--- config.mk ---
export PLATFORM = sky130hd
export DESIGN_NAME = cache_back_end
export DESIGN_NICKNAME = d
export VERILOG_FILES = /design/src/hw/cache_be_pkg.sv /design/src/hw/cache_back_end.sv /design/src/hw/cache_write_channel.sv /design/src/hw/cache_read_channel.sv
export VERILOG_INCLUDE_DIRS = /design/src /design/src/include
export SDC_FILE = /design/constraint.sdc
export NUM_CORES = 1
export LEC_CHECK = 0
export ABC_AREA = 1
export BUFFER_PORTS_ARGS = -buffer_cell sky130_fd_sc_hd__buf_2
export CORE_ASPECT_RATIO = 0.5
export CORE_MARGIN = 2
export CORE_UTILIZATION = 38
export CTS_BUF_LIST = sky130_fd_sc_hd__clkbuf_16
export DETAILED_ROUTE_END_ITERATION = 8
export PLACE_DENSITY = 0.84
export SLEW_MARGIN = 20
export SYNTH_ARGS = -nofsm -noshare
export SYNTH_HDL_FRONTEND = slang
export SYNTH_SLANG_ARGS = --single-unit
--- constraint.sdc ---
create_clock -name clk_i -period 2.4 [get_ports clk_i]
set_input_delay 0.36 -clock clk_i [delete_from_list [all_inputs] [get_ports clk_i]]
set_output_delay 0.36 -clock clk_i [all_outputs]
set_load 0.005 [all_outputs]
--- src/include/cache_be_consts.svh ---
// widths and line geometry of the cache back end
// included by the package and by every RTL file of the back end
`ifndef CACHE_BE_CONSTS_SVH
`define CACHE_BE_CONSTS_SVH

// byte address on the memory bus
`define CACHE_BE_ADDR_W 24

// data word, same on front end and back end
`define CACHE_BE_DATA_W 32
`define CACHE_BE_NBYTES 4

// byte select bits below a word
`define CACHE_BE_BYTE_OFF_W 2

// word select bits inside a line
`define CACHE_BE_WORD_OFF_W 2

// derived address fields
`define CACHE_BE_WORD_ADDR_W (`CACHE_BE_ADDR_W - `CACHE_BE_BYTE_OFF_W)
`define CACHE_BE_LINE_ADDR_W (`CACHE_BE_WORD_ADDR_W - `CACHE_BE_WORD_OFF_W)

// bus words in one line
`define CACHE_BE_LINE_WORDS (1 << `CACHE_BE_WORD_OFF_W)

`endif
--- src/hw/cache_be_pkg.sv ---
// shared types of the cache back end
// modules take them with a wildcard import in the module header
`default_nettype none

`include "cache_be_consts.svh"

package cache_be_pkg;

   // address fields
   typedef logic [`CACHE_BE_ADDR_W-1:0]      be_addr_t;
   typedef logic [`CACHE_BE_WORD_ADDR_W-1:0] word_addr_t;
   typedef logic [`CACHE_BE_LINE_ADDR_W-1:0] line_addr_t;
   typedef logic [`CACHE_BE_WORD_OFF_W-1:0]  word_off_t;

   // payload
   typedef logic [`CACHE_BE_DATA_W-1:0] word_t;
   typedef logic [`CACHE_BE_NBYTES-1:0] wstrb_t;

   // channel state machines
   typedef enum logic [1:0] {RD_IDLE, RD_REQ, RD_WAIT} rd_state_t;
   typedef enum logic [1:0] {WR_IDLE, WR_REQ, WR_ACK} wr_state_t;

endpackage

`default_nettype wire

--- src/hw/cache_back_end.sv ---
// back end of the write-through data cache, top level
// shares one native memory bus between the refill and write channels
`timescale 1ns/1ps
`default_nettype none

`include "cache_be_consts.svh"

module cache_back_end
   import cache_be_pkg::*;
(
   input  logic       clk_i,
   input  logic       arst_n_i,

   // write buffer
   input  logic       write_valid_i,
   input  word_addr_t write_addr_i,
   input  word_t      write_wdata_i,
   input  wstrb_t     write_wstrb_i,
   output logic       write_ready_o,

   // line refill
   input  logic       replace_valid_i,
   input  line_addr_t replace_addr_i,
   output logic       replace_o,
   output logic       read_valid_o,
   output word_off_t  read_addr_o,
   output word_t      read_rdata_o,

   // memory bus
   output logic       iob_valid_o,
   output be_addr_t   iob_addr_o,
   output word_t      iob_wdata_o,
   output wstrb_t     iob_wstrb_o,
   input  word_t      iob_rdata_i,
   input  logic       iob_rvalid_i,
   input  logic       iob_ready_i
);

   be_addr_t rd_addr;
   be_addr_t wr_addr;
   logic     rd_valid;
   logic     wr_valid;
   logic     wr_busy;
   logic     be_wack;
   logic     be_wack_q;
   logic     be_ack;

   // channels never overlap, read wins the mux while it requests
   assign iob_valid_o = rd_valid | wr_valid;
   assign iob_addr_o  = rd_valid ? rd_addr : wr_addr;

   // write accepted on the bus
   assign be_wack = iob_valid_o & iob_ready_i & (iob_wstrb_o != {`CACHE_BE_NBYTES{1'b0}});

   // write ack one cycle after accept
   always_ff @(posedge clk_i or negedge arst_n_i) begin
      if (!arst_n_i) begin
         be_wack_q <= 1'b0;
      end else begin
         be_wack_q <= be_wack;
      end
   end

   // one ack event per transfer, rvalid for reads
   assign be_ack = iob_rvalid_i | be_wack_q;

   cache_read_channel u_read_channel (
      .clk_i          (clk_i),
      .arst_n_i       (arst_n_i),
      .replace_valid_i(replace_valid_i),
      .replace_addr_i (replace_addr_i),
      .wr_busy_i      (wr_busy),
      .replace_o      (replace_o),
      .read_valid_o   (read_valid_o),
      .read_addr_o    (read_addr_o),
      .read_rdata_o   (read_rdata_o),
      .be_addr_o      (rd_addr),
      .be_valid_o     (rd_valid),
      .be_ready_i     (iob_ready_i),
      .be_ack_i       (be_ack),
      .be_rdata_i     (iob_rdata_i)
   );

   cache_write_channel u_write_channel (
      .clk_i     (clk_i),
      .arst_n_i  (arst_n_i),
      .valid_i   (write_valid_i),
      .addr_i    (write_addr_i),
      .wdata_i   (write_wdata_i),
      .wstrb_i   (write_wstrb_i),
      .replace_i (replace_o),
      .ready_o   (write_ready_o),
      .busy_o    (wr_busy),
      .be_addr_o (wr_addr),
      .be_valid_o(wr_valid),
      .be_ready_i(iob_ready_i),
      .be_ack_i  (be_ack),
      .be_wdata_o(iob_wdata_o),
      .be_wstrb_o(iob_wstrb_o)
   );

endmodule

`default_nettype wire

--- src/hw/cache_write_channel.sv ---
// write-through channel of the cache back end
// holds one word write and issues it on the bus, then waits for its ack
`timescale 1ns/1ps
`default_nettype none

`include "cache_be_consts.svh"

module cache_write_channel
   import cache_be_pkg::*;
(
   input  logic       clk_i,
   input  logic       arst_n_i,

   // write buffer side
   input  logic       valid_i,
   input  word_addr_t addr_i,
   input  word_t      wdata_i,
   input  wstrb_t     wstrb_i,
   // refill in progress
   input  logic       replace_i,
   output logic       ready_o,
   output logic       busy_o,

   // bus side
   output be_addr_t   be_addr_o,
   output logic       be_valid_o,
   input  logic       be_ready_i,
   input  logic       be_ack_i,
   output word_t      be_wdata_o,
   output wstrb_t     be_wstrb_o
);

   wr_state_t  state_q;
   wr_state_t  state_d;
   word_addr_t addr_q;
   word_t      wdata_q;
   wstrb_t     wstrb_q;
   logic       accept;

   // no new write while busy or while a refill owns the bus
   assign ready_o = (state_q == WR_IDLE) & ~replace_i;
   assign accept  = valid_i & ready_o;

   // accept cycle counts as busy so a refill cannot start alongside it
   assign busy_o = (state_q != WR_IDLE) | accept;

   always_comb begin
      state_d = state_q;
      case (state_q)
         WR_IDLE: begin
            if (accept) begin
               state_d = WR_REQ;
            end
         end
         WR_REQ: begin
            if (be_ready_i) begin
               state_d = WR_ACK;
            end
         end
         WR_ACK: begin
            // ack is the bus accept delayed by one cycle
            if (be_ack_i) begin
               state_d = WR_IDLE;
            end
         end
         default: state_d = WR_IDLE;
      endcase
   end

   always_ff @(posedge clk_i or negedge arst_n_i) begin
      if (!arst_n_i) begin
         state_q <= WR_IDLE;
      end else begin
         state_q <= state_d;
      end
   end

   // holding register, loaded on accept
   always_ff @(posedge clk_i) begin
      if (accept) begin
         addr_q  <= addr_i;
         wdata_q <= wdata_i;
         wstrb_q <= wstrb_i;
      end
   end

   assign be_valid_o = (state_q == WR_REQ);
   assign be_addr_o  = {addr_q, {`CACHE_BE_BYTE_OFF_W{1'b0}}};
   assign be_wdata_o = wdata_q;
   // strobes only while the write is on the bus, reads see zero
   assign be_wstrb_o = be_valid_o ? wstrb_q : '0;

endmodule

`default_nettype wire

--- src/hw/cache_read_channel.sv ---
// line refill channel of the cache back end
// reads the words of one line in offset order, one request at a time
`timescale 1ns/1ps
`default_nettype none

`include "cache_be_consts.svh"

module cache_read_channel
   import cache_be_pkg::*;
(
   input  logic       clk_i,
   input  logic       arst_n_i,

   // refill request from the cache controller
   input  logic       replace_valid_i,
   input  line_addr_t replace_addr_i,
   // write channel still owns the bus
   input  logic       wr_busy_i,

   // refill status and returned words to the data memory
   output logic       replace_o,
   output logic       read_valid_o,
   output word_off_t  read_addr_o,
   output word_t      read_rdata_o,

   // bus side
   output be_addr_t   be_addr_o,
   output logic       be_valid_o,
   input  logic       be_ready_i,
   input  logic       be_ack_i,
   input  word_t      be_rdata_i
);

   rd_state_t  state_q;
   rd_state_t  state_d;
   word_off_t  word_cnt_q;
   line_addr_t line_q;
   logic       start;
   logic       last_word;

   // a write in flight or just accepted keeps the refill waiting
   assign start = replace_valid_i & ~wr_busy_i;

   assign last_word = (word_cnt_q == word_off_t'(`CACHE_BE_LINE_WORDS - 1));

   always_comb begin
      state_d = state_q;
      case (state_q)
         RD_IDLE: begin
            if (start) begin
               state_d = RD_REQ;
            end
         end
         RD_REQ: begin
            // request leaves the bus once accepted
            if (be_ready_i) begin
               state_d = RD_WAIT;
            end
         end
         RD_WAIT: begin
            if (be_ack_i) begin
               if (last_word) begin
                  state_d = RD_IDLE;
               end else begin
                  // next word goes out in the following cycle
                  state_d = RD_REQ;
               end
            end
         end
         default: state_d = RD_IDLE;
      endcase
   end

   always_ff @(posedge clk_i or negedge arst_n_i) begin
      if (!arst_n_i) begin
         state_q    <= RD_IDLE;
         word_cnt_q <= '0;
      end else begin
         state_q <= state_d;
         // counter starts every line at offset 0
         if (state_q == RD_IDLE) begin
            word_cnt_q <= '0;
         end else if ((state_q == RD_WAIT) && be_ack_i) begin
            word_cnt_q <= word_cnt_q + 1'b1;
         end
      end
   end

   // line address held for the whole refill
   always_ff @(posedge clk_i) begin
      if ((state_q == RD_IDLE) && start) begin
         line_q <= replace_addr_i;
      end
   end

   assign replace_o  = (state_q != RD_IDLE);
   assign be_valid_o = (state_q == RD_REQ);
   assign be_addr_o  = {line_q, word_cnt_q, {`CACHE_BE_BYTE_OFF_W{1'b0}}};

   // returned word passes straight through in the rvalid cycle
   assign read_valid_o = (state_q == RD_WAIT) & be_ack_i;
   assign read_addr_o  = word_cnt_q;
   assign read_rdata_o = be_rdata_i;

endmodule

`default_nettype wire

==> results.txt, run 1 <==
Setup CP Type: register to primary output
clock sink count: 85
Max-Cap Viols: 0
critical path endpoint: iob_addr_o[2]
antenna-violating nets left: 0
Core ar.: 8590 um2
Reg-to-Reg Start: u_write_channel.state_q[0]
Post-CTS Resized: 0
Num CTS Buffers: 9
reg2reg setup slack: 0.60 ns
initial core utilization: 0.386
Layout area overhead: 29.1%
number of diodes: 0
critical path capture point type: primary output
cell area after synthesis: 3310 um2
Lkg Pwr: 1.92 nW
largest net degree at the start of global routing: 27
Slew Limit Fails: 0
first-pass GRT wire length: 10700 um
Worst setup SP type: register
Setup crit start: u_read_channel.state_q[0]
first drt pass iteration count: 4
crit path DAT: 1.62 ns
routability cong.: 0.871
worst slew pin tran: 0.822 ns
Die Span Y: 70.0 um
cts hold-fix bufs: 1
post-placement cell count: 471
clk_lat worst skew: 0.33 ns
IO Port Bufs: 147
post-layout min period: 1.98 ns
Yosys cell types: 19
total overflow reported by the global router: 0
CTS H-Tree Depth: 3
DP HPWL: 5590 um
Reg clk slew, reported paths: 0.06 ns
Die Footprint: 9520 um2
syn avg cell area: 13.6 um2
Slew HR: 0.452
Seq/Total Area, Yosys: 0.760
CTS max path bufs: 2
Hold Fails Final Rpt: 0
initial DRC count: 91
final setup skew: 0.00630 ns
Top Ports: 214
worst min path class: input port to register
R2R depth: 5
die span in x: 136 um
status: complete, no violations
layout cell share with drive strength beyond 1: 0.472
# rows: 24
Post-Route WL: 7520 um
vias in the first global route: 2209
Avg WL per Cell: 15.4 um
TritonCTS clock tree: yes
Mapped Cells: 243
number of synthesized register bits: 85
Post CTS Setup Buffer Count: 0
final setup TNS: 0 ns
fmax: 506 MHz
Worst Path Required: 2.04 ns
gr usage total: 0.155
Hold Path Origin: write_addr_i[3]
Avg Vias per Cell: 4.51
CP Max Fanout: 26
via count: 2203
R2R Path End: u_read_channel.line_q[7]
Max VDD drop: 0.394 mV
Final setup viols: 0
Nets: 483
DR DRC count: 0
Tcrit/Tclk final: 0.824
RSZ-0062 raised after global routing: no
initial antenna violation count: 0
CTS Root Cell: clkbuf_16
Yosys warning count: 0
fin cells: 488
P per Cell Area: 1170 nW/um2
## state kept, by name, summed over array words and instances, names as in the netlist
register / flops
u_read_channel.read_addr_o: 2
u_write_channel.wstrb_q: 4
u_write_channel.be_wdata_o: 32
u_read_channel.state_q: 2
u_write_channel.state_q: 2
u_write_channel.addr_q: 22
u_read_channel.line_q: 20
be_wack_q: 1
## synthesized netlist by cell type, drive strengths merged
| library cell | n | area (um2) |
|---|---|---|
| nand3 | 3 | 15.0 |
| conb | 1 | 3.75 |
| edfxtp | 78 | 2340 |
| o21a | 1 | 7.51 |
| buf | 40 | 303 |
| nand2 | 73 | 274 |
| ha | 1 | 12.5 |
| inv | 16 | 60.1 |
| a21oi | 3 | 15.0 |
| dfrtp | 7 | 175 |
| nor2 | 13 | 61.3 |
| o22ai | 1 | 12.5 |
| o21ai | 6 | 30.0 |
## how the worst min path moves through the flow
stage,end,slack (ns),depth (start not counted)
after CTS,u_write_channel.addr_q[3],0.19,1
after global routing,u_read_channel.line_q[3],0.18,1
after global placement,u_write_channel.state_q[1],0.20,1
after floorplan,be_wack_q,0.06,0
after detailed placement,u_write_channel.state_q[1],0.20,1
final,u_write_channel.addr_q[3],0.20,1
## cell families after synthesis
group	after synthesis	synth area share
AO/OA/AOI/OAI	11	0.0196
adder cells (fa/ha/maj)	1	0.00378
AND/OR/NAND/NOR	89	0.106
flip-flops	85	0.760
buffers and inverters	56	0.110
other	1	0.00113
## power breakdown
part | leakage [nW] | internal, mW | switching, mW
clock | 0.152 | 0.916 | 0.552
sequential | 0.809 | 2.04 | 0.112
combinational | 0.963 | 0.529 | 0.857
total | 1.92 | 3.49 | 1.52
## critical path, stage by stage, from the launching register on
cell and delay (ns):
dfrtp_1 0.43, inv_2 0.10, nor2_4 0.04, inv_2 0.35, nand2_1 0.10, o21ai_1 0.12
buf_2 0.15
## per-layer routing
metal,vias to the layer above,track usage,share of wire
li1,1018,-,-
met1,1066,0.143,0.33
met2,98,0.294,0.56
met3,21,0.0574,0.080
met4,0,0.0810,0.028
met5,-,0,0
## layout by cell type (no fill, tap or decap), types with 3 or more instances in the layout
cell	count
clkbuf_16	9
a21oi_1	3
nand3_1	3
buf_2	147
inv_1	11
o21ai_0	4
inv_2	5
nand2_1	73
nor2_1	10
dfrtp_1	7
edfxtp_1	78
## cell type report
class,instances,area (um2)
flip-flops and latches,85,2520
well taps,117,146
multi-input cells,103,435
clock inverters,7,97.6
repair buffers,151,793
clock buffers,9,225
inverters,16,60.1
fillers,740,4310
## per-stage QoR
| step | hold WS, ns | area, um2 | power [mW] | util | setup WS, ns |
|---|---|---|---|---|---|
| after global placement | 0.202 | 3940 | 3.51 | 0.459 | 0.675 |
| after detailed placement | 0.204 | 3940 | 3.58 | 0.459 | 0.611 |
| after CTS | 0.186 | 4280 | 5.06 | 0.498 | 0.363 |
| final | 0.197 | 4280 | 5.01 | 0.498 | 0.422 |
| after floorplan | 0.0644 | 3320 | 2.96 | - | 0.107 |
| after global routing | 0.180 | 4280 | 5.27 | 0.498 | 0.281 |
(Power assumes the default switching activity.)
==> run 2, diff against run 1 <==
Clock period 2.4 ns to 1.65 ns, I/O delays scaled along.
==> run 2 against run 1 <==
  * The flow now finishes with violations (setup timing)
  * Hold slack got worse by 0.11 ns
  * Cell area increased by 4.8%
  * Utilization increased by 2.4 points
  * Via count increased by 2.7%
  * Power increased by 55%
  * Non-clock buffer count increased by 7
  * Sequential power increased by 47%
  * Largest cell class unchanged
  * Combinational power increased by 100%
  * Clock skew about the same
  * Clock power increased by 24%
  * Setup slack got worse by 0.47 ns
  * Clock-buffer cell count unchanged
==> results.txt, run 2 (synthesized netlist as in run 1, its figures left out) <==
status: finished with violations
failing checks: setup timing
CP max-delay cell: dfrtp_2
Reg-to-Reg Start: u_read_channel.state_q[0]
Hold Fails Final Rpt: 0 (unchanged)
most frequent cells in the layout: 141 x buf_2, 78 x edfxtp_1, 56 x nand2_1
first-pass GRT wire length: 11600 um (+8.0%)
first drt pass iteration count: 6 (+2)
Slew Limit Fails: 0 (unchanged)
worst min path class: input port to register
antenna-violating nets left: 0 (unchanged)
Reg clk slew, reported paths: 0.06 ns (about the same)
Top Ports: 214 (unchanged)
Tcrit/Tclk final: 1.03
Max-Cap Viols: 0 (unchanged)
Lkg Pwr: 2.00 nW (+4.1%)
max reg flops: 32 (unchanged)
initial DRC count: 83 (-8.8%)
Final setup viols: 12 (+12)
Max VDD drop: 0.705 mV (+79%)
clock sink count: 85 (unchanged)
Worst Path Required: 1.40 ns (-0.64 ns)
vias in the first global route: 2327 (+5.3%)
clk_lat worst skew: 0.33 ns (about the same)
fin cells: 495 (+1.4%)
DR DRC count: 0 (unchanged)
leading cell type in the layout, fill and taps excluded: buf_2
critical path capture point type: primary output
CP Max Fanout: 6 (-77%)
Setup CP Type: register to primary output
initial core utilization: 0.386 (unchanged)
CTS max path bufs: 2 (unchanged)
Num CTS Buffers: 9 (unchanged)
TritonCTS clock tree: yes
Die Footprint: 9520 um2 (unchanged)
Avg Vias per Cell: 4.57 (+1.2%)
Core ar.: 8590 um2 (unchanged)
Nets: 490 (+1.4%)
Filler Cell Count: 719 (-2.8%)
initial antenna violation count: 0 (unchanged)
gr usage total: 0.166 (+0.0108)
DP HPWL: 5690 um (+1.8%)
Layout area overhead: 35.3%
Min Hold Slack: 0.0848 ns (-0.112 ns)
Post-Route WL: 8490 um (+13%)
IO Port Bufs: 147 (unchanged)
Multi-input gate area: 533 um2 (+22%)
Worst setup SP type: register
post-placement cell count: 472 (+0.21%)
layout cell share with drive strength beyond 1: 0.532 (+0.0600)
largest net degree at the start of global routing: 32 (+19%)
# rows: 24 (unchanged)
crit path DAT: 1.45 ns (-0.17 ns)
CTS Root Cell: clkbuf_16
Die Span Y: 70.0 um (unchanged)
Max stage delay on crit path: 0.44 ns (about the same)
Setup crit start: u_read_channel.state_q[1]
P per Cell Area: 1730 nW/um2 (+48%)
final setup skew: 0.00631 ns (+0.00000416 ns)
routability cong.: 0.790 (-9.4%)
total overflow reported by the global router: 0 (unchanged)
via count: 2262 (+2.7%)
register area: 2520 um2 (about the same)
final setup margin: -0.0507 ns (-0.473 ns)
die span in x: 136 um (unchanged)
worst-path cell chain: nor2_4, buf_12, buf_12, nand2_4, nand2_2, buf_6
fmax: 588 MHz
number of diodes: 0 (unchanged)
RSZ-0062 raised after global routing: yes
Avg WL per Cell: 17.1 um (+11%)
Hold Path Origin: write_addr_i[17]
CTS H-Tree Depth: 3 (unchanged)
post-layout min period: 1.70 ns
most frequent CP cell: buf_12
-- run 2: per-stage QoR --
| step | setup WS [ns] | power, mW | area [um2] | util | setup TNS [ns] |
|---|---|---|---|---|---|
| floorplan | -0.183 | 4.31 | 3320 | - | -10.63 |
| global placement | 0.226 | 5.13 | 3960 | 0.461 | 0 |
| detailed placement | 0.169 | 5.23 | 3960 | 0.461 | 0 |
| CTS | -0.00659 | 7.41 | 4350 | 0.506 | -0.0125 |
| global route | -0.102 | 8.12 | 4480 | 0.522 | -1.29 |
| finish | -0.0507 | 7.77 | 4480 | 0.522 | -0.405 |
-- run 2: area by class of cell --
cell class              instances  share of cell area
clock buffers                   9              0.0503
clock inverters                 7              0.0117
inverters                      16              0.0170
multi-input cells             103               0.119
flip-flops and latches         85               0.562
well taps                     117              0.0327
repair buffers                158               0.207
-- run 2: critical path: cells and delay by family (launching register included) --
family                 cells  cell delay (ns)
and+or+nand+nor            3             0.28
buffers and inverters      3             0.40
DFF                        1             0.44
-- run 2: where the power goes --
| group | total (mW) | internal [mW] | switching [mW] |
|---|---|---|---|
| Combinational | 2.78 | 1.21 | 1.57 |
| Sequential | 3.17 | 2.97 | 0.194 |
| Clock | 1.83 | 1.02 | 0.808 |
-- run 2: what timing repair did --
action | CTS | global route
setup endpoints to repair | 23 | 81
gates cloned | 1 | 1
hold buffers | 1 | 0
endpoints found under the hold margin | 7 | 0
pin swaps | 1 | 12
buffers inserted | 5 | 0
resized for setup | 8 | 36
-- run 2: path summary, 6_finish.rpt --
path,to,slack [ns],cells past startpoint
min,u_write_channel.addr_q[17],0.08,1
min in group asynchronous,be_wack_q,0.28,2
max reg2reg,u_write_channel.be_wdata_o[18],0.09,5
max,iob_addr_o[14],-0.05,6
min reg2reg,u_read_channel.state_q[1],0.60,3
max in group asynchronous,u_read_channel.state_q[1],1.19,2
-- run 2: layer usage --
layer / wire length (um) / vias to the layer above / global-route usage
li1: - / 1030 / -
met4: 354 / 0 / 0.0926
met5: 0 / - / 0
met2: 4790 / 126 / 0.306
met3: 565 / 32 / 0.0566
met1: 2770 / 1074 / 0.162
==> run 3, diff against run 2 <==
--- a/config.mk
+++ b/config.mk
@@ -8,3 +8,2 @@
 export LEC_CHECK = 0
-export ABC_AREA = 1
 export BUFFER_PORTS_ARGS = -buffer_cell sky130_fd_sc_hd__buf_2
@@ -16,2 +15,3 @@
 export PLACE_DENSITY = 0.84
+export REMOVE_ABC_BUFFERS = 1
 export SLEW_MARGIN = 20
==> constraint.sdc (replaced) <==
create_clock -name clk_i -period 1.65 [get_ports clk_i]
set_input_delay 0.33 -clock clk_i [delete_from_list [all_inputs] [get_ports clk_i]]
set_output_delay 0.33 -clock clk_i [all_outputs]
set_load 0.005 [all_outputs]
==> run 3 against run 2 <==
  * Routed wire length increased by 38%
  * Final cell count decreased by 8.3%
  * First-iteration DRC count increased to 3.2 times the previous value
  * Critical path type unchanged
  * The run still ends with setup timing left
  * Setup slack got worse by 0.18 ns
  * Utilization increased by 4.2 points
  * Highest routed layer is now met5
  * Area after synthesis increased by 1.2%
  * Largest power group unchanged
==> results.txt, run 3 <==
CTS H-Tree Depth: 3 (unchanged)
Yosys warning count: 0 (unchanged)
leading cell type in the layout, fill and taps excluded: buf_2
Post-Route WL: 11700 um (+38%)
internal power: 5.96 mW (+15%)
post-layout min period: 1.88 ns (+0.176 ns)
Core ar.: 8650 um2 (+0.70%)
post-placement cell count: 416 (-12%)
initial core utilization: 0.387 (+0.00181)
initial antenna violation count: 3 (+3)
P per Cell Area: 1700 nW/um2 (-1.7%)
gr usage total: 0.213 (+0.0472)
top-count cell post-synth: edfxtp_1
Layout area overhead: 45.5%
worst slew pin tran: 0.540 ns
hold depth: 1 (unchanged)
Die Footprint: 9630 um2 (+1.1%)
Synth area leader: edfxtp_1
Min Hold Slack: 0.168 ns (+0.0833 ns)
Min-Delay Endpoint: u_read_channel.line_q[19]
CTS max path bufs: 2 (unchanged)
TritonCTS clock tree: yes
failing checks: setup timing
Main synth FF type: edfxtp_1
Worst setup SP type: register
clock network power share: 0.240 (+0.005)
status: finished with violations
Nets: 446 (-9.0%)
clock sink count: 85 (unchanged)
Slew Limit Fails: 0 (unchanged)
cell area after synthesis: 3350 um2 (+1.2%)
Final setup viols: 105 (+93)
number of synthesized register bits: 85 (unchanged)
sequential fraction of design power: 0.383 (-0.024)
final setup margin: -0.226 ns (-0.176 ns)
Seq/Total Area, Yosys: 0.751 (-0.00880)
delay-heaviest family, CP: flip-flops
asr flop ratio synth: 0.0824 (unchanged)
layout cell share with drive strength beyond 1: 0.653 (+0.121)
Max stage delay on crit path: 0.40 ns (-0.04 ns)
first drt pass iteration count: 5 (-1)
CP max-delay cell: dfrtp_1
Avg WL per Cell: 25.8 um (+51%)
DP HPWL: 6950 um (+22%)
antenna-violating nets left: 0 (unchanged)
Reg-to-Reg Start: u_read_channel.state_q[0]
DR DRC count: 0 (unchanged)
Hold Path Origin: replace_addr_i[19]
most frequent cells in the layout: 124 x buf_2, 78 x edfxtp_1, 26 x buf_6
Yosys cell types: 25 (+6)
fin cells: 454 (-8.3%)
Lkg Pwr: 2.14 nW (+6.8%)
IO Port Bufs: 147 (unchanged)
Hold Fails Final Rpt: 0 (unchanged)
Setup CP Type: register to primary output
routability cong.: 0.787 (-0.38%)
Max VDD drop: 0.672 mV (-4.6%)
vias in the first global route: 2319 (-0.34%)
worst min path class: input port to register
largest net degree at the start of global routing: 24 (-25%)
initial DRC count: 265 (+220%)
fmax: 533 MHz (-9.4%)
Num CTS Buffers: 9 (unchanged)
crit path DAT: 1.55 ns (+0.10 ns)
final setup skew: 0.00715 ns (+0.000842 ns)
switching part of the total power: 0.283 (-0.0483)
syn avg cell area: 18.3 um2 (+34%)
Tcrit/Tclk final: 1.14 (+0.106)
worst-path cell chain: nand2b_4, buf_12, mux2_4, buf_6
R2R Path End: u_read_channel.line_q[18]
RSZ-0062 raised after global routing: yes
EDFF count, synth: 78 (unchanged)
commonest cells in the netlist: 78 x edfxtp_1, 36 x buf_4, 17 x mux2_4
Comb pwr share: 0.377 (+0.019)
Worst Path Required: 1.32 ns (-0.08 ns)
final setup TNS: -14.23 ns (-13.83 ns)
Reg clk slew, reported paths: 0.07 ns (about the same)
Synth area leaders: edfxtp_1 70%, buf_4 8.1%, mux2_4 7.6%, dfrtp_1 5.2%, mux2_1 1.7%
max reg flops: 32 (unchanged)
# rows: 24 (unchanged)
Avg Vias per Cell: 5.11 (+12%)
clk_lat worst skew: 0.33 ns (about the same)
total overflow reported by the global router: 0 (unchanged)
Top Ports: 214 (unchanged)
reg2reg setup slack: -0.20 ns (-0.29 ns)
top-area cell type share of the netlist area: 0.699 (-0.00819)
via count: 2321 (+2.6%)
die span in x: 137 um (+0.57%)
first-pass GRT wire length: 14100 um (+22%)
critical path capture point type: primary output
Max-Cap Viols: 0 (unchanged)
Slew HR: 0.635
CP Max Fanout: 7 (+1)
CTS Root Cell: clkbuf_16
R2R depth: 6 (+1)
switching pwr: 2.35 mW (-8.7%)
Mapped Cells: 183 (-25%)
buffers and inverters on the worst path: 2 (-1)
Die Span Y: 70.4 um (+0.55%)
## run 3: changes by cell type after synthesis, sizes merged, moves of 2 or more
cell and delta:
inv -11, and2 +5, a21oi -2, o21ai -3, nand2 -67, nor2 -9, nor4 +2, mux2i +2
nand3 -3, nor2b +2, mux2 +22
## run 3: worst max path at each step
stage,cells after the start,from,end
floorplan,2,u_write_channel.state_q[0],u_write_channel.addr_q[0]
global placement,4,u_read_channel.state_q[1],iob_addr_o[21]
detailed placement,3,u_write_channel.state_q[0],u_write_channel.be_wdata_o[3]
CTS,4,u_read_channel.state_q[1],iob_addr_o[21]
global route,4,u_read_channel.state_q[0],iob_addr_o[21]
finish,4,u_read_channel.state_q[1],iob_addr_o[21]
## run 3: power groups by stage
stage	Combinational (mW)	Clock [mW]	Sequential, mW
2_1_floorplan	0.875	0	3.17
3_3_place_gp	1.76	0	3.13
3_5_place_dp	1.81	0	3.16
4_1_cts	2.44	1.97	3.14
5_1_grt	3.25	2.09	3.21
6_report	3.13	2.00	3.18
## run 3: through the flow
step	utilization	area (um2)	setup slack (ns)	total power, mW
6_report	0.564	4870	-0.226	8.31
5_1_grt	0.564	4870	-0.257	8.55
3_3_place_gp	0.465	4020	0.0805	4.89
3_5_place_dp	0.465	4020	0.00834	4.97
2_1_floorplan	-	3050	-0.962	4.05
4_1_cts	0.534	4620	-0.175	7.55
## run 3: area by class of cell
type                       instances  area [um2]
fill                             642        3770
multi-input combinational         55         578
sequential                        85        2520
timing repair buffer             173        1310
tap                              117         146
antenna                            3        7.51
clock buffer                       9         225
inverter                           5        18.8
clock inverter                     7        66.3
## run 3: cell families (layout without fill, tap and decap cells)
| family | after synthesis | in the layout | synth area share |
|---|---|---|---|
| DFF | 85 | 85 | 0.751 |
| and+or+nand+nor | 23 | 23 | 0.0388 |
| muxes | 24 | 24 | 0.0990 |
| buffers and inverters | 44 | 194 | 0.0963 |
| other | 1 | 5 | 0.00112 |
| adders and majority gates | 1 | 1 | 0.00373 |
| AOI/OAI and AO/OA | 5 | 5 | 0.00971 |
## run 3: what timing repair did
| item | CTS | global route |
|---|---|---|
| setup buffers | 6 | 3 |
| resized for setup | 38 | 15 |
| hold endpoints to repair | 7 | 0 |
| pin swaps | 1 | 1 |
| gates cloned | 2 | 7 |
| hold buffers | 1 | 0 |
| endpoints found under the setup margin | 64 | 103 |
## run 3: metal layers
metal | vias up | part of all wire | GRT usage
met3 | 29 | 0.12 | 0.131
met5 | - | 0.0071 | 0.0667
met1 | 1163 | 0.38 | 0.236
met2 | 197 | 0.47 | 0.318
li1 | 930 | - | -
met4 | 2 | 0.026 | 0.0997
